## src/logic/glb_config.svh

```systemverilog
`ifndef GLB_CONFIG_SVH
`define GLB_CONFIG_SVH

// stream and bank word widths
`define GLB_CGRA_DATA_WIDTH 16
`define GLB_BANK_DATA_WIDTH 64

// byte addressing
`define GLB_ADDR_WIDTH 10
`define GLB_BANK_BYTE_OFFSET 3

// store header queue
`define GLB_QUEUE_DEPTH 4
`define GLB_MAX_NUM_WORDS_WIDTH 8

// done pulse latency
`define GLB_LATENCY_WIDTH 3
`define GLB_FIXED_LATENCY 2
`define GLB_MAX_EXTRA_LATENCY 8

`endif

```

## src/logic/glb_pkg.sv

```systemverilog
package glb_pkg;

`include "glb_config.svh"

    localparam int NUM_LANES = `GLB_BANK_DATA_WIDTH / `GLB_CGRA_DATA_WIDTH;

    // bank word, seen whole by the bank or as stream lanes by the dma
    typedef union packed {
        logic [`GLB_BANK_DATA_WIDTH-1:0]                      word;
        logic [NUM_LANES-1:0][`GLB_CGRA_DATA_WIDTH-1:0]       lane;
    } bank_word_t;

    // one strobe bit per byte
    typedef logic [`GLB_BANK_DATA_WIDTH/8-1:0] bank_strb_t;

    typedef logic [`GLB_ADDR_WIDTH-1:0] glb_addr_t;
    typedef logic [`GLB_MAX_NUM_WORDS_WIDTH-1:0] num_words_t;
    typedef logic [$clog2(`GLB_QUEUE_DEPTH)-1:0] q_idx_t;

    typedef struct packed {
        logic       valid;
        glb_addr_t  start_addr;
        num_words_t num_words;
    } st_header_t;

    // dma mode codes, 01 and 10 are both manual
    typedef logic [1:0] dma_mode_t;

    localparam dma_mode_t MODE_OFF = 2'b00;
    localparam dma_mode_t MODE_AUTO = 2'b11;

endpackage

```

## src/logic/glb_st_header_queue.sv

```systemverilog
`timescale 1ns/10ps
`include "glb_config.svh"

module glb_st_header_queue (
    input  logic                clk,
    input  logic                reset,
    input  logic                clk_en,
    input  logic                hdr_wr,
    input  glb_pkg::q_idx_t     hdr_idx,
    input  glb_pkg::glb_addr_t  hdr_start_addr,
    input  glb_pkg::num_words_t hdr_num_words,
    input  logic                invalidate [`GLB_QUEUE_DEPTH],
    output glb_pkg::st_header_t headers [`GLB_QUEUE_DEPTH],
    output logic                hdr_valid [`GLB_QUEUE_DEPTH]
);
    import glb_pkg::*;

    logic       valid_r [`GLB_QUEUE_DEPTH];
    glb_addr_t  start_addr_r [`GLB_QUEUE_DEPTH];
    num_words_t num_words_r [`GLB_QUEUE_DEPTH];

    // valid bits, a write takes priority over invalidation
    always_ff @(posedge clk or posedge reset) begin
        if (reset) begin
            for (int i = 0; i < `GLB_QUEUE_DEPTH; i++) begin
                valid_r[i] <= 1'b0;
            end
        end else if (clk_en) begin
            for (int i = 0; i < `GLB_QUEUE_DEPTH; i++) begin
                if (hdr_wr && hdr_idx == q_idx_t'(i)) begin
                    valid_r[i] <= 1'b1;
                end else if (invalidate[i]) begin
                    valid_r[i] <= 1'b0;
                end
            end
        end
    end

    // header fields
    always_ff @(posedge clk) begin
        if (clk_en) begin
            for (int i = 0; i < `GLB_QUEUE_DEPTH; i++) begin
                if (hdr_wr && hdr_idx == q_idx_t'(i)) begin
                    start_addr_r[i] <= hdr_start_addr;
                    num_words_r[i] <= hdr_num_words;
                end
            end
        end
    end

    always_comb begin
        for (int i = 0; i < `GLB_QUEUE_DEPTH; i++) begin
            headers[i].valid = valid_r[i];
            headers[i].start_addr = start_addr_r[i];
            headers[i].num_words = num_words_r[i];
            hdr_valid[i] = valid_r[i];
        end
    end

endmodule

```

## config.mk

```make
export PLATFORM = sky130hd
export DESIGN_NAME = glb_st_header_queue
export DESIGN_NICKNAME = d
export VERILOG_FILES = /design/src/logic/glb_pkg.sv /design/src/logic/glb_st_header_queue.sv
export VERILOG_INCLUDE_DIRS = /design/src /design/src/logic
export SDC_FILE = /design/constraint.sdc
export NUM_CORES = 1
export LEC_CHECK = 0
export BUFFER_PORTS_ARGS = -buffer_cell sky130_fd_sc_hd__buf_2
export CORE_UTILIZATION = 35
export CTS_BUF_LIST = sky130_fd_sc_hd__clkbuf_4 sky130_fd_sc_hd__clkbuf_8 sky130_fd_sc_hd__clkbuf_16
export CTS_CLUSTER_SIZE = 8
export DETAILED_ROUTE_END_ITERATION = 12
export GPL_TIMING_DRIVEN = 0
export PLACE_DENSITY = 0.64
export SLEW_MARGIN = 20
export SYNTH_ARGS = -nofsm -noshare
export SYNTH_HDL_FRONTEND = slang
export SYNTH_SLANG_ARGS = --single-unit
```

## constraint.sdc

```tcl
create_clock -name clk -period 1.85 [get_ports clk]
set_input_delay 0.2775 -clock clk [delete_from_list [all_inputs] [get_ports clk]]
set_output_delay 0.2775 -clock clk [all_outputs]
set_load 0.01 [all_outputs]
```

==> summary.md <==
| Metric | Value |
|---|---|
| Top-count cell post-synth | edfxtp_1 |
| # fillers | 534 |
| Syn Area/Cell | 25.62 um^2 |
| Met1 WL | 2.004 mm |
| Syn Inst Count | 93 |
| Initial antenna violation count | 0 |
| Die width | 84.50 um |
| DR iter-0 viols | 29 |
| CP Launch Point | clk_en |
| DR pass1 iterations | 10 |
| Post-synth EDFFs | 72 |
| Area taken by multi-input logic gates | 86.33 um^2 |
| Slowest CP cell | and4_1 |
| Slowest stage delay, CP | 0.93 ns |
| WL/cell | 15.68 um |
| Via count | 1316 |
| Placement Setup Slack | 0.07974 ns |
| First-pass GRT wire length | 6.644 mm |
| Vias per cell | 4.476 |
| Highest clock rate | 0.7058 GHz |
| Crit end category | flop |
| Final Max Tran Viols | 0 |
| Setup violations, final | 0 |
| Drt drc | 3 |
| Post-synth ARST share | 0.05263 |
| CP top delay family | simple AND/OR/NAND/NOR gates |
| Layout cell share with drive strength beyond 1 | 0.5899 |
| TritonCTS Buffers | 9 |
| WL final | 4.609 mm |
| Gr ovfl total | 0 |
| Initial core utilization | 0.3688 |
| Synth-to-layout area growth | 36.45% |
| CP arrival | 1.37 ns |
| Ranking of synthesized cells by area | edfxtp_1 (91%), dfrtp_1 (4.2%), a21o_1 (1.3%) |
| Post-synth top area cell | edfxtp_1 |
| Post-synthesis cell type count | 9 |
| WP data required | 1.80 ns |
| Period utilization | 0.7659 |
| Worst vdd ir | 0.5261 mV |
| Final HPWL DP | 2.908 mm |
| Number of global-route vias before repair | 1259 |
| PwrDens | 1092 nW/um^2 |
| Top post-synthesis cells by count | edfxtp_1 (72), a21o_1 (4), buf_4 (4), dfrtp_1 (4), nand2_1 (4) |
| Hold crit path type | in -> reg |
| Routed length on met2 | 2.123 mm |
| Register area | 2262 um^2 |
| Post-cts resize count | 0 |
| Power after layout | 3.550 mW |
| Fin. Hold Viols | 0 |
| Number of routed nets with antenna violations | 0 |
| Synth Register Bits | 76 |
| TritonCTS clock tree | done |
| Slew at the pin closest to its max-slew limit | 1.052 ns |
| CTS H-tree lvls | 3 |
| Clk buf depth | 2 |
| CTS Sinks | 76 |
| Synth Flop Type | edfxtp_1 |
| Post-Syn Nets | 121 |
| N_diodes | 0 |
| # IOs | 108 |
| Startpoint types | input port |
| Gr usage total | 0.1313 |
| Worst skew pair latency | 0.34 ns |
| Min setup slack post-route | 0.4331 ns |
| Synth top area share | 0.9076 |
| Finished Layout Cells | 294 |
| DP Cell Count | 277 |
| Worst R2R Start | hdr_valid[2]$_DFFE_PP0P_ |
| Crit path cell chain | buf_2 -> and4_1 |
| Core area | 6459 um^2 |
| DR WL met3 | 366 um |
| Crit-path max FO | 19 |
| Post-Syn Area | 2382 um^2 |
| Die footprint | 7140 um^2 |
| Reg clk slew, reported paths | 0.08 ns |
| Sequential area share after synthesis | 0.9496 |
| Static leakage power | 1.346 nW |
| Post-layout min period | 1.417 ns |
| # port buffers | 107 |
| Layout Nets | 240 |
| Placer Congestion | 0.6619 |
| Setup_tns | 0 ns |
| Status | finished, violations left |
| Max-slew headroom | 0.2988 |
| Die height | 84.50 um |
| Setup CP Type | in -> reg |
| Failing checks | design-rule violations |
| Top Layer Used | met4 |
| Min-delay src | hdr_start_addr[4] |
| Root buf cell | clkbuf_8 |
| Max-cap check violation count | 0 |
| Synth Warn # | 0 |
| Final Skew | 0 ns |
| Site Rows | 29 |
| Largest net degree at the start of global routing | 20 |
| Crit path buffers/inverters | 1 |
| RSZ-0062 raised after global routing | no |
routing by layer:
layer  vias to the layer above  global-route usage
li1                        606                   -
met1                       629              0.1638
met2                        71              0.1914
met3                        10             0.04916
met4                         0             0.08783
met5                         -                   0
layout by cell type, fill, tap and decap left out:
master         count
buf_2            107
edfxtp_1          72
clkbuf_8           9
nand2_1            4
a21o_1             4
buf_4              4
dfrtp_1            4
and4b_1            2
bufinv_16          2
clkinv_4           2
inv_6              2
and4bb_2           1
and4_1             1
inv_1              1
clkbuf_4           1
dlygate4sd3_1      1
logic make-up (layout without fill, tap and decap cells):
| group | count (synthesis) | in the layout | share of synthesized area |
|---|---|---|---|
| AOI/OAI and AO/OA | 4 | 4 | 0.01261 |
| buffers and inverters | 5 | 129 | 0.01418 |
| DFF | 76 | 76 | 0.9496 |
| and+or+nand+nor | 8 | 8 | 0.02363 |
where the power goes:
part	leakage, nW	switching, mW	total [mW]	internal, mW
Combinational	0.525	0.108	0.191	0.0830
Sequential	0.706	0.0177	1.96	1.94
Clock	0.115	0.608	1.40	0.789
Total	1.35	0.734	3.55	2.82
flip-flops by register name (all words and copies together), names as in the netlist:
name and count:
hdr_valid 4, num_words_r 32, start_addr_r 40
final timing paths:
check                                               end  slack [ns]  cells past startpoint
hold / removal             start_addr_r[3][4]$_DFFE_PP_        0.15                      1
max in group asynchronous      hdr_valid[2]$_DFFE_PP0P_        1.36                      3
hold reg to reg                hdr_valid[3]$_DFFE_PP0P_        0.52                      1
min in group asynchronous      hdr_valid[3]$_DFFE_PP0P_        0.35                      3
setup reg to reg               hdr_valid[2]$_DFFE_PP0P_        1.18                      1
setup / recovery            num_words_r[3][4]$_DFFE_PP_        0.43                      2
through the flow:
step | utilization | area [um^2] | hold slack, ns
2_1_floorplan | - | 2382 | 0.04358
6_report | 0.5033 | 3251 | 0.1460
4_1_cts | 0.5033 | 3251 | 0.1254
3_3_place_gp | 0.4667 | 3014 | 0.1660
5_1_grt | 0.5033 | 3251 | 0.1281
3_5_place_dp | 0.4667 | 3014 | 0.1606
final cells by class:
| class | count | share of cell area |
|---|---|---|
| inverter | 1 | 0.001155 |
| clock inverter | 6 | 0.02925 |
| sequential | 76 | 0.6959 |
| multi-input combinational | 12 | 0.02656 |
| clock buffer | 10 | 0.04042 |
| timing repair buffer | 108 | 0.1678 |
| buffer | 4 | 0.009238 |
| tap | 77 | 0.02964 |
repair_timing:
action                    in CTS  in global routing
hold endpoints to repair       4                  0
hold buffers                   1                  0
buffers inserted               0                  0
No activity file was read; power rests on OpenSTA's default activity.
