[config.mk]
export PLATFORM = sky130hd
export DESIGN_NAME = glb_done_delay
export DESIGN_NICKNAME = d
export VERILOG_FILES = /design/src/logic/glb_done_delay.sv
export VERILOG_INCLUDE_DIRS = /design/src /design/src/logic
export SDC_FILE = /design/constraint.sdc
export NUM_CORES = 1
export LEC_CHECK = 0
export ABC_CLOCK_PERIOD_IN_PS = 1700
export BUFFER_PORTS_ARGS = -buffer_cell sky130_fd_sc_hd__clkbuf_2
export CORE_MARGIN = 3
export CORE_UTILIZATION = 35
export DETAILED_ROUTE_END_ITERATION = 10
export RECOVER_POWER = 50
export SYNTH_ARGS = -nofsm -noshare
export SYNTH_HDL_FRONTEND = slang
export SYNTH_SLANG_ARGS = --single-unit
[constraint.sdc]
create_clock -name clk -period 1.7 [get_ports clk]
set_clock_uncertainty 0.2 [all_clocks]
set_input_delay 0.255 -clock clk [delete_from_list [all_inputs] [get_ports clk]]
set_output_delay 0.255 -clock clk [all_outputs]
set_load 0.02 [all_outputs]
[src/logic/glb_config.svh]
`ifndef GLB_CONFIG_SVH
`define GLB_CONFIG_SVH

// stream and bank word widths
`define GLB_CGRA_DATA_WIDTH 16
`define GLB_BANK_DATA_WIDTH 64

// byte addressing
`define GLB_ADDR_WIDTH 10
`define GLB_BANK_BYTE_OFFSET 3

// store header queue
`define GLB_QUEUE_DEPTH 4
`define GLB_MAX_NUM_WORDS_WIDTH 8

// done pulse latency
`define GLB_LATENCY_WIDTH 3
`define GLB_FIXED_LATENCY 2
`define GLB_MAX_EXTRA_LATENCY 8

`endif

[src/logic/glb_done_delay.sv]
`timescale 1ns/10ps
`include "glb_config.svh"

module glb_done_delay (
    input  logic                          clk,
    input  logic                          reset,
    input  logic                          clk_en,
    input  logic                          pulse_in,
    input  logic [`GLB_LATENCY_WIDTH-1:0] cfg_latency,
    output logic                          pulse_out
);
    localparam int DEPTH = `GLB_FIXED_LATENCY + `GLB_MAX_EXTRA_LATENCY;
    localparam int SEL_WIDTH = $clog2(DEPTH + 1);

    logic [DEPTH-1:0]     line;
    logic [DEPTH:0]       taps;
    logic [SEL_WIDTH-1:0] tap_sel;

    always_ff @(posedge clk or posedge reset) begin
        if (reset) begin
            line <= '0;
        end else if (clk_en) begin
            line <= {line[DEPTH-2:0], pulse_in};
        end
    end

    // tap 0 is the undelayed input
    assign taps = {line, pulse_in};
    assign tap_sel = SEL_WIDTH'(cfg_latency) + SEL_WIDTH'(`GLB_FIXED_LATENCY);
    assign pulse_out = taps[tap_sel];

endmodule

==> reports/metrics.cfg, run 1 <==
[sta]
setup_ws_ns = -0.218
finalCritPeriodShare = 1.13
relSlewSlack = 0.753
final_period_minus_worst_setup_slack_ns = 1.92
setup_viol = 1
tightestPinTransition_ns = 0.370
maxSlewViolCount = 0
finalHoldViolCount = 0
max_freq_ghz = 0.522
rsz0062_at_grt = true

[logic_synthesis]
syn_area_sq_um = 480
synth.ff_latch_count = 10
seq_area_frac_synth = 0.521
syn_avg_cell_area_sq_um = 15.0
synth.yosys.warnings = 0
synth_cells = 32
synth_cell_types = 10
synth_fp_nets = 40

[pwr]
p_seq_frac = 0.475
powerDensity_nw_per_um2 = 1270
p_switching_uw = 194
clkPwrFrac = 0.272
leakage_nw = 0.274
p_int_uw = 569
peakVddDrop_mv = 0.521
power_frac_comb = 0.252
p_sw_frac = 0.254

[setup_path]
crit_end = pulse_out
critPathKind = flip-flop to primary output
r2r_end = line[1]$_DFFE_PP0P_
cp_max_fo = 3
arrival_ns = 1.46
worstRegToRegCells = 3
crit_path_start = line[0]$_DFFE_PP0P_
crit_required_ns = 1.24
worstSetupEndpointType = primary output
reg2reg_from = line[1]$_DFFE_PP0P_
crit_path_start_kind = flip-flop
r2r_setup_slack_ns = 0.49

[clock_network]
clock_path_buffers = 2
ctsRootBufferMaster = clkbuf_4
cts_sinks = 10
htreeDepth = 1
clock_latency_ns = 0.26
numCtsBuffers = 3
cts.clk_slew.worst_paths_ns = 0.06
cts_tree = built

[floorplanning]
ios = 8
num_rows = 12
die_w_um = 43.1
core_area_sq_um = 1200
floorplan.initialDensity = 0.400
dieArea_sq_um = 1850
die_h_um = 43.1

[drt]
dr.pass1.iters = 1
viasPerCell = 5.08
route.detailed.drc = 0
wirelength_um = 807
wire_per_inst_um = 13.5
vias = 305
drt-initial-drc-count = 0
drt.antenna.violating_nets = 0

[placement]
portBuffers = 7
place_hpwl_um = 552
place_congestion = 0.748
place_ws_ns = -0.0789

[global_route]
antenna_found_initial = 0
grt_pass1_vias = 342
grt_pass1_wl_um = 1420
grt_use_total = 0.112
grt_max_degree = 11
grt.overflow.total = 0

[finish]
top_regs = line (10)
final_common_cell = mux2_2
diodes = 0
post-route-util = 0.500
drive_gt1_frac = 0.630
multi_input_area_sq_um = 219
max_flop_register = line
layout_common_cells = mux2_2, dfrtp_1, clkbuf_2
nFillCells = 110
areaGrowthSynthToFinish_pct = 25.0
largest_register_ffs = 10
regArea_sq_um = 250
nNetsFinal = 55

[status]
violations = setup timing
outcome = finished, violations left

[hold_path]
hp-class = primary input to flip-flop

[run]
drv_cap = 0

synthesized netlist by cell type:
| cell type | instances | area [sq um] |
|---|---|---|
| a221oi_1 | 1 | 8.76 |
| o31ai_1 | 1 | 7.51 |
| ha_1 | 1 | 12.5 |
| mux4_1 | 2 | 52.6 |
| dfrtp_1 | 10 | 250 |
| nand3_1 | 1 | 5.00 |
| buf_2 | 1 | 5.00 |
| nor2_1 | 2 | 7.51 |
| mux2_2 | 11 | 124 |
| inv_1 | 2 | 7.51 |
power groups by stage:
stage          registers (mW)  clock network (mW)  logic (mW)
2_1_floorplan           0.347                   0       0.128
4_1_cts                 0.359               0.219       0.169
6_report                0.362               0.208       0.192
5_1_grt                 0.375               0.236       0.212
3_5_place_dp            0.363                   0       0.155
3_3_place_gp            0.360                   0       0.149
cell families (layout without fill, tap and decap cells):
kind of cell               after synthesis  count (layout)  synth area share
adders and majority gates                1               1            0.0260
muxes                                   13              13             0.367
AOI/OAI and AO/OA                        2               2            0.0339
and+or+nand+nor                          3               3            0.0260
DFF                                     10              10             0.521
buffers and inverters                    3              17            0.0260
layout make-up:
| class | count | area share |
|---|---|---|
| Sequential cell | 10 | 0.417 |
| Clock buffer | 4 | 0.0604 |
| Multi-Input combinational cell | 19 | 0.365 |
| Tap cell | 14 | 0.0292 |
| Timing Repair Buffer | 11 | 0.117 |
| Inverter | 2 | 0.0125 |
worst min-delay path by stage:
stage          depth (start not counted)     start  slack (ns)                   to
2_1_floorplan                          1     reset       -0.10  line[0]$_DFFE_PP0P_
3_3_place_gp                           2     reset        0.01  line[3]$_DFFE_PP0P_
3_5_place_dp                           2     reset        0.03  line[3]$_DFFE_PP0P_
4_1_cts                                2  pulse_in        0.03  line[0]$_DFFE_PP0P_
5_1_grt                                2  pulse_in        0.03  line[0]$_DFFE_PP0P_
6_report                               2  pulse_in        0.05  line[0]$_DFFE_PP0P_
metal layers:
layer / GRT usage / routed length [um] / up-vias
met5: 0 / 0 / -
met4: 0.108 / 8 / 0
met3: 0.0424 / 47 / 2
met2: 0.156 / 392 / 6
met1: 0.127 / 358 / 151
li1: - / - / 146
per-stage QoR:
| stage | total power, mW | area, sq um | setup TNS [ns] | hold WS [ns] | std cells |
|---|---|---|---|---|---|
| after floorplan | 0.475 | 480 | 0 | -0.105 | 32 |
| after global placement | 0.509 | 528 | -0.0293 | 0.0144 | 52 |
| after detailed placement | 0.518 | 528 | -0.0789 | 0.0259 | 52 |
| after CTS | 0.746 | 583 | -0.271 | 0.0302 | 58 |
| after global routing | 0.822 | 601 | -0.271 | 0.0297 | 60 |
| final | 0.763 | 601 | -0.218 | 0.0452 | 60 |
repair_timing:
action | 4_1_cts | 5_1_grt
buffers inserted | 1 | 2
gates cloned | 0 | 0
hold endpoints to repair | 10 | 0
setup endpoints to repair | 1 | 1
hold buffers | 1 | 0
pin swaps | 1 | 1
resized for setup | 3 | 3
worst max-delay path, cell delays in order (launching register included):
cell,delay (ns)
dfrtp_1,0.39
mux4_2,0.48
nor2_2,0.10
o31ai_1,0.08
buf_4,0.16
Power figures use the tool's default switching activity.
==> run 2, diff against run 1 <==
--- a/config.mk
+++ b/config.mk
@@ -8,9 +8,13 @@
 export LEC_CHECK = 0
 export ABC_CLOCK_PERIOD_IN_PS = 1700
 export BUFFER_PORTS_ARGS = -buffer_cell sky130_fd_sc_hd__clkbuf_2
+export CELL_PAD_IN_SITES_DETAIL_PLACEMENT = 1
+export CELL_PAD_IN_SITES_GLOBAL_PLACEMENT = 2
 export CORE_MARGIN = 3
 export CORE_UTILIZATION = 35
 export DETAILED_ROUTE_END_ITERATION = 10
+export HOLD_SLACK_MARGIN = 0.1
+export PLACE_DENSITY_LB_ADDON = 0.1
 export RECOVER_POWER = 50
 export SYNTH_ARGS = -nofsm -noshare
 export SYNTH_HDL_FRONTEND = slang
==> run 2 against run 1 <==
Compared with the run above: the run still ends with setup timing left; worst setup slack worse by 0.0095 ns; via count is 9.2% higher; final cell count rose by 8.3%; largest power group unchanged; sequential share of layout area fell by 3.5 points; largest cell class unchanged; flip-flop and latch count is the same; clock power down 2%.
==> reports/metrics.cfg, run 2 (synthesized netlist as in run 1, its figures left out) <==
[status]
outcome = finished, violations left
violations = setup timing

[clock_network]
clock_latency_ns = 0.25
cts_tree = built
numCtsBuffers = 3
cts.clk_slew.worst_paths_ns = 0.06
clock_path_buffers = 2
ctsRootBufferMaster = clkbuf_4
cts_sinks = 10
htreeDepth = 1

[sta]
final_period_minus_worst_setup_slack_ns = 1.93
tns_ns = -0.227
maxSlewViolCount = 0
relSlewSlack = 0.757
rsz0062_at_grt = true
finalHoldViolCount = 0
setup_viol = 1
tightestPinTransition_ns = 0.364
max_freq_ghz = 0.519
finalCritPeriodShare = 1.13
setup_ws_ns = -0.227

[setup_path]
cp_max_fo = 2
arrival_ns = 1.47
worstSetupEndpointType = primary output
critPathKind = flip-flop to primary output
crit_required_ns = 1.24
crit_path_start_kind = flip-flop

[finish]
nNetsFinal = 60
final_cell_area_sq_um = 656
nFillCells = 132
layout_common_cells = mux2_2, dfrtp_1, buf_4
fin_cells = 65
diodes = 0
largest_register_ffs = 10
areaGrowthSynthToFinish_pct = 36.5
max_flop_register = line
final_common_cell = mux2_2
top_regs = line (10)
drive_gt1_frac = 0.686

[global_route]
antenna_found_initial = 0
grt_max_degree = 11
grt.overflow.total = 0
grt_use_total = 0.115
grt_pass1_vias = 377
grt_pass1_wl_um = 1590

[pwr]
leakage_nw = 0.301
peakVddDrop_mv = 0.505
powerDensity_nw_per_um2 = 1240
p_total_uw = 816

[drt]
drt.antenna.violating_nets = 0
viasPerCell = 5.12
route.detailed.drc = 0
drt-initial-drc-count = 1
wire_per_inst_um = 14.3
vias = 333
dr.pass1.iters = 2
wirelength_um = 932

[run]
drv_cap = 0

[floorplanning]
dieArea_sq_um = 1850
ios = 8
die_h_um = 43.1
num_rows = 12
die_w_um = 43.1
floorplan.initialDensity = 0.400
core_area_sq_um = 1200

[placement]
portBuffers = 7
place_ws_ns = -0.0948
place_congestion = 0.814
placed_area_sq_um = 528
place_hpwl_um = 628
dp_cells = 52

[hold_path]
hp-class = primary input to flip-flop

run 2: cell types whose count changed in the layout (fill, tap and decap cells not counted), sizes merged:
cell,change
dlygate4sd3,+1
buf,+4
run 2: worst max-delay path: stages (launching register included):
cell	delay, ns
dfrtp_1	0.39
mux4_2	0.50
nor2_4	0.11
o31ai_2	0.06
buf_4	0.15
run 2: layout make-up:
cell class | count | area [sq um] | share of cell area
repair buffers | 16 | 110 | 0.168
clock buffers | 4 | 36.3 | 0.0553
well taps | 14 | 17.5 | 0.0267
flip-flops and latches | 10 | 250 | 0.382
multi-input cells | 19 | 234 | 0.357
inverters | 2 | 7.51 | 0.0115
run 2: repair_timing:
item | CTS | global route
buffers inserted | 3 | 4
gates resized for setup | 4 | 5
pin swaps | 2 | 3
endpoints found under the setup margin | 1 | 1
hold endpoints to repair | 11 | 0
hold buffers | 2 | 0
run 2: stage by stage:
stage / util / hold slack, ns
3_3_place_gp: 0.440 / 0.0118
4_1_cts: 0.511 / 0.244
2_1_floorplan: - / -0.105
6_report: 0.546 / 0.250
5_1_grt: 0.546 / 0.255
3_5_place_dp: 0.440 / 0.0290
run 2: path summary, 6_finish.rpt:
kind	from	end	slack, ns	depth (start not counted)
hold / removal	clk_en	line[7]$_DFFE_PP0P_	0.25	2
setup reg to reg	line[1]$_DFFE_PP0P_	line[2]$_DFFE_PP0P_	0.48	3
hold reg to reg	line[3]$_DFFE_PP0P_	line[3]$_DFFE_PP0P_	0.34	1
min in group asynchronous	reset	line[2]$_DFFE_PP0P_	0.29	3
max in group asynchronous	reset	line[7]$_DFFE_PP0P_	0.75	3
setup / recovery	line[1]$_DFFE_PP0P_	pulse_out	-0.23	4
run 2: power by group:
part	leakage (nW)	internal, mW	switching (mW)	total, mW
combinational	0.162	0.159	0.0882	0.247
sequential	0.119	0.313	0.0520	0.365
clock	0.0210	0.130	0.0747	0.204
run 2: layer usage:
layer,track usage,part of all wire
met4,0.0542,0
met1,0.132,0.42
met3,0.0297,0.033
met5,0,0
met2,0.198,0.55
