## src/logic/glb_config.svh

```systemverilog
`ifndef GLB_CONFIG_SVH
`define GLB_CONFIG_SVH

// stream and bank word widths
`define GLB_CGRA_DATA_WIDTH 16
`define GLB_BANK_DATA_WIDTH 64

// byte addressing
`define GLB_ADDR_WIDTH 10
`define GLB_BANK_BYTE_OFFSET 3

// store header queue
`define GLB_QUEUE_DEPTH 4
`define GLB_MAX_NUM_WORDS_WIDTH 8

// done pulse latency
`define GLB_LATENCY_WIDTH 3
`define GLB_FIXED_LATENCY 2
`define GLB_MAX_EXTRA_LATENCY 8

`endif

```

## src/logic/glb_pkg.sv

```systemverilog
package glb_pkg;

`include "glb_config.svh"

    localparam int NUM_LANES = `GLB_BANK_DATA_WIDTH / `GLB_CGRA_DATA_WIDTH;

    // bank word, seen whole by the bank or as stream lanes by the dma
    typedef union packed {
        logic [`GLB_BANK_DATA_WIDTH-1:0]                      word;
        logic [NUM_LANES-1:0][`GLB_CGRA_DATA_WIDTH-1:0]       lane;
    } bank_word_t;

    // one strobe bit per byte
    typedef logic [`GLB_BANK_DATA_WIDTH/8-1:0] bank_strb_t;

    typedef logic [`GLB_ADDR_WIDTH-1:0] glb_addr_t;
    typedef logic [`GLB_MAX_NUM_WORDS_WIDTH-1:0] num_words_t;
    typedef logic [$clog2(`GLB_QUEUE_DEPTH)-1:0] q_idx_t;

    typedef struct packed {
        logic       valid;
        glb_addr_t  start_addr;
        num_words_t num_words;
    } st_header_t;

    // dma mode codes, 01 and 10 are both manual
    typedef logic [1:0] dma_mode_t;

    localparam dma_mode_t MODE_OFF = 2'b00;
    localparam dma_mode_t MODE_AUTO = 2'b11;

endpackage

```

## src/logic/glb_wr_if.sv

```systemverilog
`timescale 1ns/10ps

interface glb_wr_if;
    import glb_pkg::*;

    // one write per cycle with wr_en high, no acceptance
    logic       wr_en;
    glb_addr_t  wr_addr;
    bank_word_t wr_data;
    bank_strb_t wr_strb;

    modport dma (
        output wr_en,
        output wr_addr,
        output wr_data,
        output wr_strb
    );

    modport bank (
        input wr_en,
        input wr_addr,
        input wr_data,
        input wr_strb
    );

endinterface

```

## src/logic/glb_store_dma.sv

```systemverilog
`timescale 1ns/10ps
`include "glb_config.svh"

module glb_store_dma (
    input  logic                          clk,
    input  logic                          reset,
    input  logic                          clk_en,
    input  logic [`GLB_CGRA_DATA_WIDTH-1:0] stream_data,
    input  logic                          stream_valid,
    input  glb_pkg::dma_mode_t            cfg_mode,
    input  glb_pkg::st_header_t           headers [`GLB_QUEUE_DEPTH],
    output logic                          invalidate [`GLB_QUEUE_DEPTH],
    output logic                          done_strobe,
    glb_wr_if.dma                         wr
);
    import glb_pkg::*;

    typedef enum logic [2:0] {OFF, IDLE, READY, ACC1, ACC2, ACC3, ACC4, DONE} state_t;

    state_t     state, next_state;
    bank_word_t cache, next_cache;
    bank_strb_t cache_strb, next_cache_strb;
    glb_addr_t  cur_addr, next_cur_addr;
    glb_addr_t  addr_step;
    num_words_t num_cnt, next_num_cnt;
    logic       first_word, next_first_word;
    q_idx_t     q_sel_r, q_sel;
    st_header_t sel_hdr;
    logic       dma_on, auto_on;
    logic       hdr_load;
    logic [1:0] acc_lane;

    assign dma_on = (cfg_mode != MODE_OFF);
    assign auto_on = (cfg_mode == MODE_AUTO);

    // manual mode always serves entry 0
    assign q_sel = auto_on ? q_sel_r : '0;
    assign sel_hdr = headers[q_sel];
    assign hdr_load = dma_on && (state == IDLE) && sel_hdr.valid && (sel_hdr.num_words != '0);

    // first word keeps start_addr, later words move 2 bytes on
    assign addr_step = first_word ? cur_addr
                                  : cur_addr + glb_addr_t'(`GLB_CGRA_DATA_WIDTH / 8);

    // lane filled by each accepting state
    always_comb begin
        case (state)
            READY: acc_lane = 2'd0;
            ACC1: acc_lane = 2'd1;
            ACC2: acc_lane = 2'd2;
            default: acc_lane = 2'd3;
        endcase
    end

    always_comb begin
        next_state = state;
        next_cache = cache;
        next_cache_strb = cache_strb;
        next_cur_addr = cur_addr;
        next_num_cnt = num_cnt;
        next_first_word = first_word;
        case (state)
            OFF: begin
                if (dma_on) begin
                    next_state = IDLE;
                end
            end
            IDLE: begin
                next_cache = '0;
                next_cache_strb = '0;
                if (hdr_load) begin
                    next_cur_addr = sel_hdr.start_addr;
                    next_num_cnt = sel_hdr.num_words;
                    next_first_word = 1'b1;
                    // start in the lane picked by the start address
                    case (sel_hdr.start_addr[2:1])
                        2'b00: next_state = READY;
                        2'b01: next_state = ACC1;
                        2'b10: next_state = ACC2;
                        default: next_state = ACC3;
                    endcase
                end
            end
            READY, ACC1, ACC2, ACC3: begin
                if (num_cnt == '0) begin
                    next_state = DONE;
                end else if (stream_valid) begin
                    next_cache.lane[acc_lane] = stream_data;
                    next_cache_strb[{acc_lane, 1'b0} +: 2] = 2'b11;
                    next_num_cnt = num_cnt - 1'b1;
                    next_cur_addr = addr_step;
                    next_first_word = 1'b0;
                    next_state = state_t'(state + 3'd1);
                end
            end
            ACC4: begin
                // full word goes out this cycle when words remain
                if (num_cnt == '0) begin
                    next_state = DONE;
                end else if (stream_valid) begin
                    next_cache = '0;
                    next_cache.lane[0] = stream_data;
                    next_cache_strb = bank_strb_t'(2'b11);
                    next_num_cnt = num_cnt - 1'b1;
                    next_cur_addr = addr_step;
                    next_first_word = 1'b0;
                    next_state = ACC1;
                end else begin
                    next_cache = '0;
                    next_cache_strb = '0;
                    next_state = READY;
                end
            end
            DONE: begin
                next_cache = '0;
                next_cache_strb = '0;
                next_num_cnt = '0;
                next_state = IDLE;
            end
            default: begin
                next_state = IDLE;
            end
        endcase
    end

    always_ff @(posedge clk or posedge reset) begin
        if (reset) begin
            state <= OFF;
            cache_strb <= '0;
            cur_addr <= '0;
            num_cnt <= '0;
            first_word <= 1'b0;
        end else if (clk_en) begin
            state <= dma_on ? next_state : OFF;
            cache_strb <= next_cache_strb;
            cur_addr <= next_cur_addr;
            num_cnt <= next_num_cnt;
            first_word <= next_first_word;
        end
    end

    always_ff @(posedge clk) begin
        if (clk_en) begin
            cache <= next_cache;
        end
    end

    // round-robin pointer, only moves in auto mode
    always_ff @(posedge clk or posedge reset) begin
        if (reset) begin
            q_sel_r <= '0;
        end else if (clk_en) begin
            if (!auto_on) begin
                q_sel_r <= '0;
            end else if (hdr_load) begin
                q_sel_r <= q_sel_r + 1'b1;
            end
        end
    end

    // clears the served entry one edge after the load
    always_ff @(posedge clk or posedge reset) begin
        if (reset) begin
            for (int i = 0; i < `GLB_QUEUE_DEPTH; i++) begin
                invalidate[i] <= 1'b0;
            end
        end else if (clk_en) begin
            for (int i = 0; i < `GLB_QUEUE_DEPTH; i++) begin
                invalidate[i] <= hdr_load && (q_sel == q_idx_t'(i));
            end
        end
    end

    // full word from ACC4, partial tail from DONE
    assign wr.wr_en = (state == DONE) || (state == ACC4 && num_cnt != '0);
    assign wr.wr_addr = {cur_addr[`GLB_ADDR_WIDTH-1:`GLB_BANK_BYTE_OFFSET],
                         {`GLB_BANK_BYTE_OFFSET{1'b0}}};
    assign wr.wr_data = cache;
    assign wr.wr_strb = cache_strb;

    // DONE lasts a single cycle
    assign done_strobe = (state == DONE);

endmodule

```

## src/flat_wrapper.sv

```systemverilog
// flat-port wrapper written by rule: the top's interface ports become plain ports
module glb_store_dma_flat import glb_pkg::*;
  (clk, reset, clk_en, stream_data, stream_valid, cfg_mode, headers, invalidate, done_strobe, wr_wr_en, wr_wr_addr, wr_wr_data, wr_wr_strb);
  glb_wr_if wr_i ();
  input  logic clk;
  input  logic reset;
  input  logic clk_en;
  input  logic [`GLB_CGRA_DATA_WIDTH-1:0] stream_data;
  input  logic stream_valid;
  input  glb_pkg::dma_mode_t cfg_mode;
  input  glb_pkg::st_header_t headers[`GLB_QUEUE_DEPTH];
  output logic invalidate[`GLB_QUEUE_DEPTH];
  output logic done_strobe;
  output wire logic [$bits(wr_i.wr_en)-1:0] wr_wr_en;
  output wire logic [$bits(wr_i.wr_addr)-1:0] wr_wr_addr;
  output wire logic [$bits(wr_i.wr_data)-1:0] wr_wr_data;
  output wire logic [$bits(wr_i.wr_strb)-1:0] wr_wr_strb;
  assign wr_wr_en = wr_i.wr_en;
  assign wr_wr_addr = wr_i.wr_addr;
  assign wr_wr_data = wr_i.wr_data;
  assign wr_wr_strb = wr_i.wr_strb;
  glb_store_dma u_core (.clk(clk), .reset(reset), .clk_en(clk_en), .stream_data(stream_data), .stream_valid(stream_valid), .cfg_mode(cfg_mode), .headers(headers), .invalidate(invalidate), .done_strobe(done_strobe), .wr(wr_i));
endmodule
```

## config.mk

```make
export PLATFORM = sky130hd
export DESIGN_NAME = glb_store_dma_flat
export DESIGN_NICKNAME = d
export VERILOG_FILES = /design/src/logic/glb_pkg.sv /design/src/logic/glb_wr_if.sv /design/src/logic/glb_store_dma.sv /design/src/flat_wrapper.sv
export VERILOG_INCLUDE_DIRS = /design/src /design/src/logic
export SDC_FILE = /design/constraint.sdc
export NUM_CORES = 1
export LEC_CHECK = 0
export BUFFER_PORTS_ARGS = -buffer_cell sky130_fd_sc_hd__buf_2
export CAP_MARGIN = 20
export CELL_PAD_IN_SITES_DETAIL_PLACEMENT = 0
export CELL_PAD_IN_SITES_GLOBAL_PLACEMENT = 1
export CORE_ASPECT_RATIO = 0.7
export CORE_MARGIN = 5
export CORE_UTILIZATION = 40
export CTS_BUF_LIST = sky130_fd_sc_hd__clkbuf_4 sky130_fd_sc_hd__clkbuf_8 sky130_fd_sc_hd__clkbuf_16
export DETAILED_ROUTE_END_ITERATION = 10
export GPL_ROUTABILITY_DRIVEN = 1
export PLACE_DENSITY = 0.93
export SETUP_SLACK_MARGIN = 0.02
export SLEW_MARGIN = 40
export SYNTH_ARGS = -nofsm -noshare
export SYNTH_HDL_FRONTEND = slang
export SYNTH_SLANG_ARGS = --single-unit
export TNS_END_PERCENT = 50
```

## constraint.sdc

```tcl
create_clock -name clk -period 5.6 [get_ports clk]
set_clock_uncertainty 0.05 [all_clocks]
set_input_delay 0.84 -clock clk [delete_from_list [all_inputs] [get_ports clk]]
set_output_delay 0.84 -clock clk [all_outputs]
set_load 0.02 [all_outputs]
```

==> results.cfg, run 1 <==
[sta]
period_share_pct = 67.3
final.setup.tns_ns = 0
slew_headroom_pct = 46.4
holdWs_ns = 0.443
fmax_mhz = 266
worst_pin_slew_ns = 0.804
hold_viol_final = 0
rsz0062_at_grt = no
fin_crit_ns = 3.77
slew_violations = 0
setup_violations = 0

[logic_synthesis]
synth_edf_count = 64
ys_seq_area_share_pct = 48.1
ys_warn_count = 0
yosysTopAreaCell = edfxtp_1
synth-seq-cells = 99
synth_top_area_share_pct = 33.1
synth_cell_types = 64
async_reset_ff_share_pct = 35.4
synth.avg_cell_area_sq_um = 9.11
syn-cell-area_sq_mm = 0.00581
syn_inst = 638
synthTopCellsByArea = edfxtp_1, dfrtp_1, nand2_1
synth_top_flop_cell = edfxtp_1

[drt]
routedWlPerCell_um = 17.1
vias = 5279
wl_um = 16800
drc = 0
drtAntennaViolNets = 0
viasPerCell = 5.37
drtPass1Iterations = 5
first_iter_violations = 473

[clocking]
cts_sinks = 99
clk_pin_slew_ns = 0.07
cts_max_path_buffers = 2
clk_latency_ns = 0.33
cts_root_buf = clkbuf_16
cts_setup_buffers = 0
cts_inserted_buffers = 9
cts_max_level = 3
cts_tree = yes
hold_buffers = 0
cts_resized = 0

[setup_path]
cpPeakStageDelay_ns = 0.58
path_max_fanout = 34
cp_num_buf_inv = 3
worstPathArrival_ns = 3.95
cp-end-kind = flop
setup.worst_path.start_class = flop
crit_required_ns = 5.78
path_cells = inv_1 > ha_1 > inv_1 > nand2_1 > nor3_1 > or3_1 > inv_2 > nand2_1 > a22o_1
path_delay_family = simple AND/OR/NAND/NOR gates
critPathKind = reg -> reg
crit_path_top_delay_cell = inv_2

[placement]
io_buffer_count = 178
post_dp_cell_area_sq_mm = 0.00678
detailed_place_hpwl_um = 12400
gp_congestion = 0.843

[die]
die_y_um = 111
io_pins = 186
coreArea_sq_mm = 0.0141
placement_rows = 36
initial_core_util_pct = 41.2
die_w_um = 154
die_area_sq_mm = 0.0171

[global_routing]
grt_pass1_vias = 5173
track_usage_pct = 19.6
grt_max_degree = 40
grt_overflow_total = 0
grt_pass1_wl_um = 27600
grt_antenna_before_repair = 0

[cells_and_area]
diodes = 0
final_net_count = 896
syn_to_final_growth_pct = 21.6
drive_gt1_share_pct = 29.1
stdcell_area_sq_mm = 0.00707

[power]
cellLeakagePower_nw = 3.02
power_density_mw_per_mm2 = 617
power.total_mw = 4.36
vdd_drop_max_v = 0.000406

[outcome]
outcome = complete, no violations

[job]
drv_cap = 0

[min_path]
worst_hold_path_type = reg -> reg
==> final timing paths <==
check                                startpoint                    to  slack [ns]  cells past startpoint
min in group asynchronous                 reset  u_core.wr.wr_strb[2]        0.55                      3
min                        u_core.wr.wr_strb[4]  u_core.wr.wr_strb[4]        0.44                      1
max reg2reg                     u_core.state[2]  u_core.wr.wr_strb[0]        1.83                      9
min reg2reg                u_core.wr.wr_strb[4]  u_core.wr.wr_strb[4]        0.44                      1
max in group asynchronous                 reset     u_core.num_cnt[4]        4.60                      3
max                             u_core.state[2]  u_core.wr.wr_strb[0]        1.83                      9
==> report_power, final <==
| group | switching (mW) | internal, mW |
|---|---|---|
| Combinational | 1.55 | 0.742 |
| Clock | 0.296 | 0.314 |
| Sequential | 0.196 | 1.26 |
==> per-layer routing <==
layer	share of wire (%)	wire length (um)	vias up	global-route usage [%]
met5	0	0	-	0
met4	1.1	191	0	4.12
met3	5.4	911	12	3.94
met2	46	7810	159	29.8
met1	47	7920	2528	28.8
li1	-	-	2580	-
==> kinds of logic (layout without fill, tap and decap cells) <==
family,after synthesis,count (layout),share of synthesized area (%)
AO/OA/AOI/OAI,181,181,19.6
AND/OR/NAND/NOR,257,257,20.6
buffers and inverters,70,223,5.92
adder cells (fa/ha/maj),10,10,2.15
other,1,3,0.0645
multiplexers,20,20,3.57
flip-flops,99,99,48.1
==> Yosys cell counts (all sizes together) (3+ instances only) <==
master / count
mux2i: 14
o32ai: 4
o21ai: 35
a21oi: 81
buf: 27
clkbuf: 25
nor4: 4
dfrtp: 35
a31oi: 6
nand3: 6
o2bb2ai: 9
a22o: 5
or2: 9
inv: 18
o31ai: 3
nor2: 61
nor3: 13
o22ai: 7
and3: 4
ha: 10
nand4: 3
nand2b: 3
o221ai: 6
and2: 18
nand4b: 8
edfxtp: 64
mux2: 6
o21a: 9
nand2: 118
==> stage by stage <==
step	std cells	util, %	setup WS, ns
global placement	967	48.0	1.87
floorplan	640	-	1.94
global route	983	50.2	1.46
detailed placement	967	48.1	1.85
finish	983	50.2	1.83
CTS	983	50.2	1.82
==> area by class of cell <==
cell class	instances	area, sq um
multi-input cells	471	2710
flip-flops and latches	99	2800
well taps	190	238
repair buffers	189	973
clock inverters	7	65.1
inverters	18	67.6
fillers	1338	7030
clock buffers	9	225
==> layout by cell type, fill, tap and decap left out, types with 6 or more instances in the layout <==
cell       instances
nand3_1            6
ha_1              10
o22ai_1            7
a21oi_1           81
nor2_1            60
buf_4             11
and2_1            18
o2bb2ai_1          7
clkbuf_16          9
inv_1             17
mux2i_1           14
or2_2              6
nand4b_1           8
nor3_1            13
nand2_1          116
o21a_1             9
edfxtp_1          64
o221ai_1           6
o21ai_1           18
buf_2            178
o21ai_0           15
dfrtp_1           35
Power figures use the tool's default switching activity.
==> inputs of run 2 (changes only) <==
--- a/config.mk
+++ b/config.mk
@@ -12,11 +12,11 @@
 export CELL_PAD_IN_SITES_GLOBAL_PLACEMENT = 1
 export CORE_ASPECT_RATIO = 0.7
 export CORE_MARGIN = 5
-export CORE_UTILIZATION = 40
+export CORE_UTILIZATION = 34
 export CTS_BUF_LIST = sky130_fd_sc_hd__clkbuf_4 sky130_fd_sc_hd__clkbuf_8 sky130_fd_sc_hd__clkbuf_16
 export DETAILED_ROUTE_END_ITERATION = 10
 export GPL_ROUTABILITY_DRIVEN = 1
-export PLACE_DENSITY = 0.93
+export PLACE_DENSITY = 0.85
 export SETUP_SLACK_MARGIN = 0.02
 export SLEW_MARGIN = 40
 export SYNTH_ARGS = -nofsm -noshare
==> constraint.sdc (replaced) <==
create_clock -name clk -period 3.4 [get_ports clk]
set_clock_uncertainty 0.05 [all_clocks]
set_input_delay 0.51 -clock clk [delete_from_list [all_inputs] [get_ports clk]]
set_output_delay 0.51 -clock clk [all_outputs]
set_load 0.02 [all_outputs]
==> run 2 against run 1 <==
  * First-iteration DRC count shrank 13%
  * Non-clock buffer count grew 9
  * Hold slack lost 0.23 ns
  * Sequential cell count is the same
  * Core utilization shrank 7.8 points
  * Final area grew 1.6%
==> results.cfg, run 2 (same netlist as run 1, synthesis figures left out) <==
[power]
cellLeakagePower_nw = 3.05
vdd_drop_max_v = 0.000456
power_density_mw_per_mm2 = 1010

[cells_and_area]
syn_to_final_growth_pct = 23.6
final_net_count = 905
diodes = 0
fin_util_pct = 42.4
mostFrequentLayoutCells = buf_2, nand2_1, a21oi_1, edfxtp_1, nor2_1
drive_gt1_share_pct = 29.8
final_common_cell = buf_2

[global_routing]
grt_use_met2_pct = 26.5
grt_max_degree = 50
grt_overflow_total = 0
grt_antenna_before_repair = 0
grtUsageMet3_pct = 3.28
grt_pass1_wl_um = 28000
track_usage_pct = 17.2
gr-max-usage-layer = met2
grt_pass1_vias = 5086
grtUsageMet1_pct = 25.6

[job]
drv_cap = 0

[drt]
viasPerCell = 5.16
drc = 0
wl_um = 17800
vias = 5334
drtPass1Iterations = 6
first_iter_violations = 412
drtAntennaViolNets = 0
routedWlPerCell_um = 17.3

[clocking]
cts_inserted_buffers = 9
hold_buffers = 0
cts_tree = yes
cts_root_buf = clkbuf_16
clk_latency_ns = 0.34
cts_max_level = 3
cts_setup_buffers = 0
cts_resized = 0
cts_max_path_buffers = 2
clk_pin_slew_ns = 0.08
cts_sinks = 99

[die]
placement_rows = 40
coreArea_sq_mm = 0.0170
die_area_sq_mm = 0.0199
die_w_um = 166
initial_core_util_pct = 34.3
die_y_um = 119
io_pins = 186

[sta]
rsz0062_at_grt = no
period_share_pct = 87.5
slew_headroom_pct = 51.2
fmax_mhz = 336
worst_pin_slew_ns = 0.732
fin_crit_ns = 2.97
final.setup.tns_ns = 0
setup_violations = 0
hold_viol_final = 0
slew_violations = 0

[setup_path]
cpPeakStageDelay_ns = 0.59
cp-end-kind = flop
r2r_setup_slack_ns = 0.43
setup.worst_path.start_class = flop
critPathKind = reg -> reg
path_cells = or2_2 > a21oi_1 > o22ai_1 > nor4_4 > o32ai_2 > o21ai_4 > buf_4 > a21oi_1 > o22a_1
crit_top_cell = a21oi_1
path_max_fanout = 24
worstPathArrival_ns = 3.16
crit_required_ns = 3.59
crit_path_top_delay_cell = dfrtp_2

[min_path]
worst_hold_path_type = in -> async

[placement]
detailed_place_hpwl_um = 13200
gp_congestion = 0.849
io_buffer_count = 178

[outcome]
outcome = complete, no violations
run 2: cell count changes in the layout (fill, tap and decap cells not counted), sizes merged:
cell      previous run  this run
clkinv               3         2
inv                 22        21
buf                189       198
clkinvlp             0         2
run 2: metrics by stage:
stage | power (mW) | instance area [sq um] | hold slack, ns | worst slack, ns | instances
2_1_floorplan | 5.04 | 5830 | 0.421 | 0.180 | 640
3_3_place_gp | 6.24 | 6900 | 0.420 | 0.231 | 1017
3_5_place_dp | 6.31 | 6900 | 0.429 | 0.214 | 1017
4_1_cts | 7.32 | 7190 | 0.230 | 0.230 | 1033
5_1_grt | 7.82 | 7190 | 0.254 | 0.274 | 1033
6_report | 7.26 | 7190 | 0.212 | 0.426 | 1033
run 2: cell type report:
type	instances	area (sq um)
Inverter	18	71.3
Clock inverter	7	58.8
Sequential cell	99	2800
Multi-Input combinational cell	471	2690
Tap cell	231	289
Fill cell	1702	9780
Clock buffer	9	225
Timing Repair Buffer	198	1050
run 2: routing by layer:
metal / part of all wire [%] / vias to the layer above
met3: 5.7 / 6
met2: 46 / 178
li1: - / 2593
met5: 0 / -
met4: 0.59 / 0
met1: 48 / 2557
run 2: worst max-delay path, delay by kind of cell, from the launching register on:
| family | cells | cell delay, ns |
|---|---|---|
| flip-flops | 1 | 0.59 |
| AND/OR/NAND/NOR | 2 | 0.88 |
| buffers and inverters | 1 | 0.22 |
| AO/OA/AOI/OAI | 6 | 1.13 |
run 2: worst paths after layout:
path                                           start                    to  depth (start not counted)
worst max register to register     u_core.q_sel_r[0]    u_core.cur_addr[5]                          9
min in group clk                u_core.wr.wr_strb[5]  u_core.wr.wr_strb[5]                          1
worst min register to register  u_core.wr.wr_strb[5]  u_core.wr.wr_strb[5]                          1
max in group asynchronous                      reset     u_core.q_sel_r[0]                          3
worst max-delay path               u_core.q_sel_r[0]    u_core.cur_addr[5]                          9
worst min-delay path                           reset  u_core.wr.wr_strb[3]                          3
run 2: power by group:
part	internal [mW]	switching (mW)	total, mW
Combinational	1.29	2.60	3.89
Clock	0.510	0.484	0.994
Sequential	2.07	0.304	2.38
Total	3.87	3.39	7.26
==> inputs of run 3 (changes only) <==
--- a/config.mk
+++ b/config.mk
@@ -16,7 +16,7 @@
 export CTS_BUF_LIST = sky130_fd_sc_hd__clkbuf_4 sky130_fd_sc_hd__clkbuf_8 sky130_fd_sc_hd__clkbuf_16
 export DETAILED_ROUTE_END_ITERATION = 10
 export GPL_ROUTABILITY_DRIVEN = 1
-export PLACE_DENSITY = 0.85
+export PLACE_DENSITY_LB_ADDON = 0.1
 export SETUP_SLACK_MARGIN = 0.02
 export SLEW_MARGIN = 40
 export SYNTH_ARGS = -nofsm -noshare
==> run 3 against run 2 <==
  * Combinational power is essentially flat
  * Non-clock buffer count shrank 3
  * Hold slack lost 0.0052 ns
  * Clock power grew 4%
==> results.cfg, run 3 (same netlist as run 1, synthesis figures left out) <==
[sta]
slew_violations = 0
holdWs_ns = 0.207
rsz0062_at_grt = no
worst_pin_slew_ns = 0.764
period_share_pct = 88.7
fin_crit_ns = 3.02
hold_viol_final = 0
setup_violations = 0
fmax_mhz = 332
slew_headroom_pct = 49.1
final.setup.tns_ns = 0

[setup_path]
cp-end-kind = flop
critPathKind = reg -> reg
crit_path_top_delay_cell = dfrtp_1
path_max_fanout = 17
worstReg2RegEnd = u_core.num_cnt[2]
cpPeakStageDelay_ns = 0.57
cp_num_cells = 10
worstPathArrival_ns = 3.19
r2r_cells = 10
path_delay_family = compound AO/OA/AOI/OAI gates
setup.worst_path.end = u_core.num_cnt[2]
cp_num_buf_inv = 3
r2r_setup_slack_ns = 0.38
critPathLaunch = u_core.state[2]
path_cells = inv_1 > ha_1 > a21oi_1 > buf_4 > a21oi_1 > nor2_1 > o21ai_2 > buf_4 > o21ai_0 > o21ai_1
r2r-start = u_core.state[2]
setup.worst_path.start_class = flop
crit_required_ns = 3.58

[clocking]
cts_setup_buffers = 0
cts_root_buf = clkbuf_16
cts_tree = yes
clk_latency_ns = 0.34
clk_pin_slew_ns = 0.08
cts_inserted_buffers = 9
cts_max_level = 3
cts_sinks = 99
hold_buffers = 0
cts_max_path_buffers = 2
cts_resized = 0

[drt]
drtAntennaViolNets = 0
routedWlPerCell_um = 17.6
drc = 0
viasPerCell = 5.11
first_iter_violations = 287
vias = 5267
drtPass1Iterations = 5
wl_um = 18200

[power]
power_density_mw_per_mm2 = 1020
cellLeakagePower_nw = 3.04
vdd_drop_max_v = 0.000515

[placement]
gp_congestion = 0.809
io_buffer_count = 178
post_dp_cell_area_sq_mm = 0.00689
detailed_place_hpwl_um = 13300

[job]
drv_cap = 0

[cells_and_area]
mostFrequentLayoutCells = buf_2, nand2_1, a21oi_1, edfxtp_1, nor2_1
drive_gt1_share_pct = 29.7
stdcell_area_sq_mm = 0.00718
final_net_count = 902
diodes = 0
syn_to_final_growth_pct = 23.5
final_common_cell = buf_2

[die]
die_area_sq_mm = 0.0199
placement_rows = 40
initial_core_util_pct = 34.3
die_w_um = 166
die_y_um = 119
coreArea_sq_mm = 0.0170
io_pins = 186

[min_path]
worst_hold_path_type = in -> async

[outcome]
outcome = complete, no violations

[global_routing]
grt_overflow_total = 0
grt_pass1_vias = 5165
track_usage_pct = 17.7
grt_antenna_before_repair = 1
grt_pass1_wl_um = 28600
grt_max_degree = 41
## run 3: power breakdown
part / leakage, nW / internal (mW) / switching (mW)
logic: 1.84 / 1.27 / 2.60
clock network: 0.138 / 0.517 / 0.510
registers: 1.05 / 2.07 / 0.328
## run 3: cell type report
cell class,instances,area (sq um)
inverter,18,71.3
clock inverter,7,66.3
fill,1701,9790
sequential,99,2800
timing repair buffer,195,1030
clock buffer,9,225
tap,231,289
multi-input combinational,471,2700
## run 3: worst min path at each step
stage,startpoint,to,slack (ns),depth (start not counted)
final,reset,u_core.wr.wr_strb[3],0.21,3
after detailed placement,u_core.wr.wr_strb[4],u_core.wr.wr_strb[4],0.42,1
after floorplan,u_core.cur_addr[2],u_core.cur_addr[2],0.42,2
after CTS,reset,u_core.wr.wr_strb[2],0.22,3
after global placement,u_core.invalidate[0],u_core.invalidate[0],0.43,2
after global routing,reset,u_core.wr.wr_strb[2],0.25,3
## run 3: metrics by stage
stage / utilization, % / std cells / setup WS, ns / power [mW]
6_report: 42.3 / 1030 / 0.385 / 7.30
4_1_cts: 42.3 / 1030 / 0.375 / 7.38
3_5_place_dp: 40.6 / 1014 / 0.0942 / 6.33
5_1_grt: 42.3 / 1030 / 0.172 / 7.85
3_3_place_gp: 40.6 / 1014 / 0.199 / 6.24
2_1_floorplan: - / 640 / 0.180 / 5.04
## run 3: layer usage
metal / global-route usage [%] / part of all wire (%) / up-vias
met2: 25.3 / 42 / 156
li1: - / - / 2586
met1: 27.0 / 51 / 2513
met4: 3.37 / 0.89 / 0
met5: 0 / 0 / -
met3: 4.48 / 6.3 / 12
## run 3: worst min-delay path: stages
cell   delay [ns]
buf_2        0.09
inv_1        0.04
buf_4        0.41
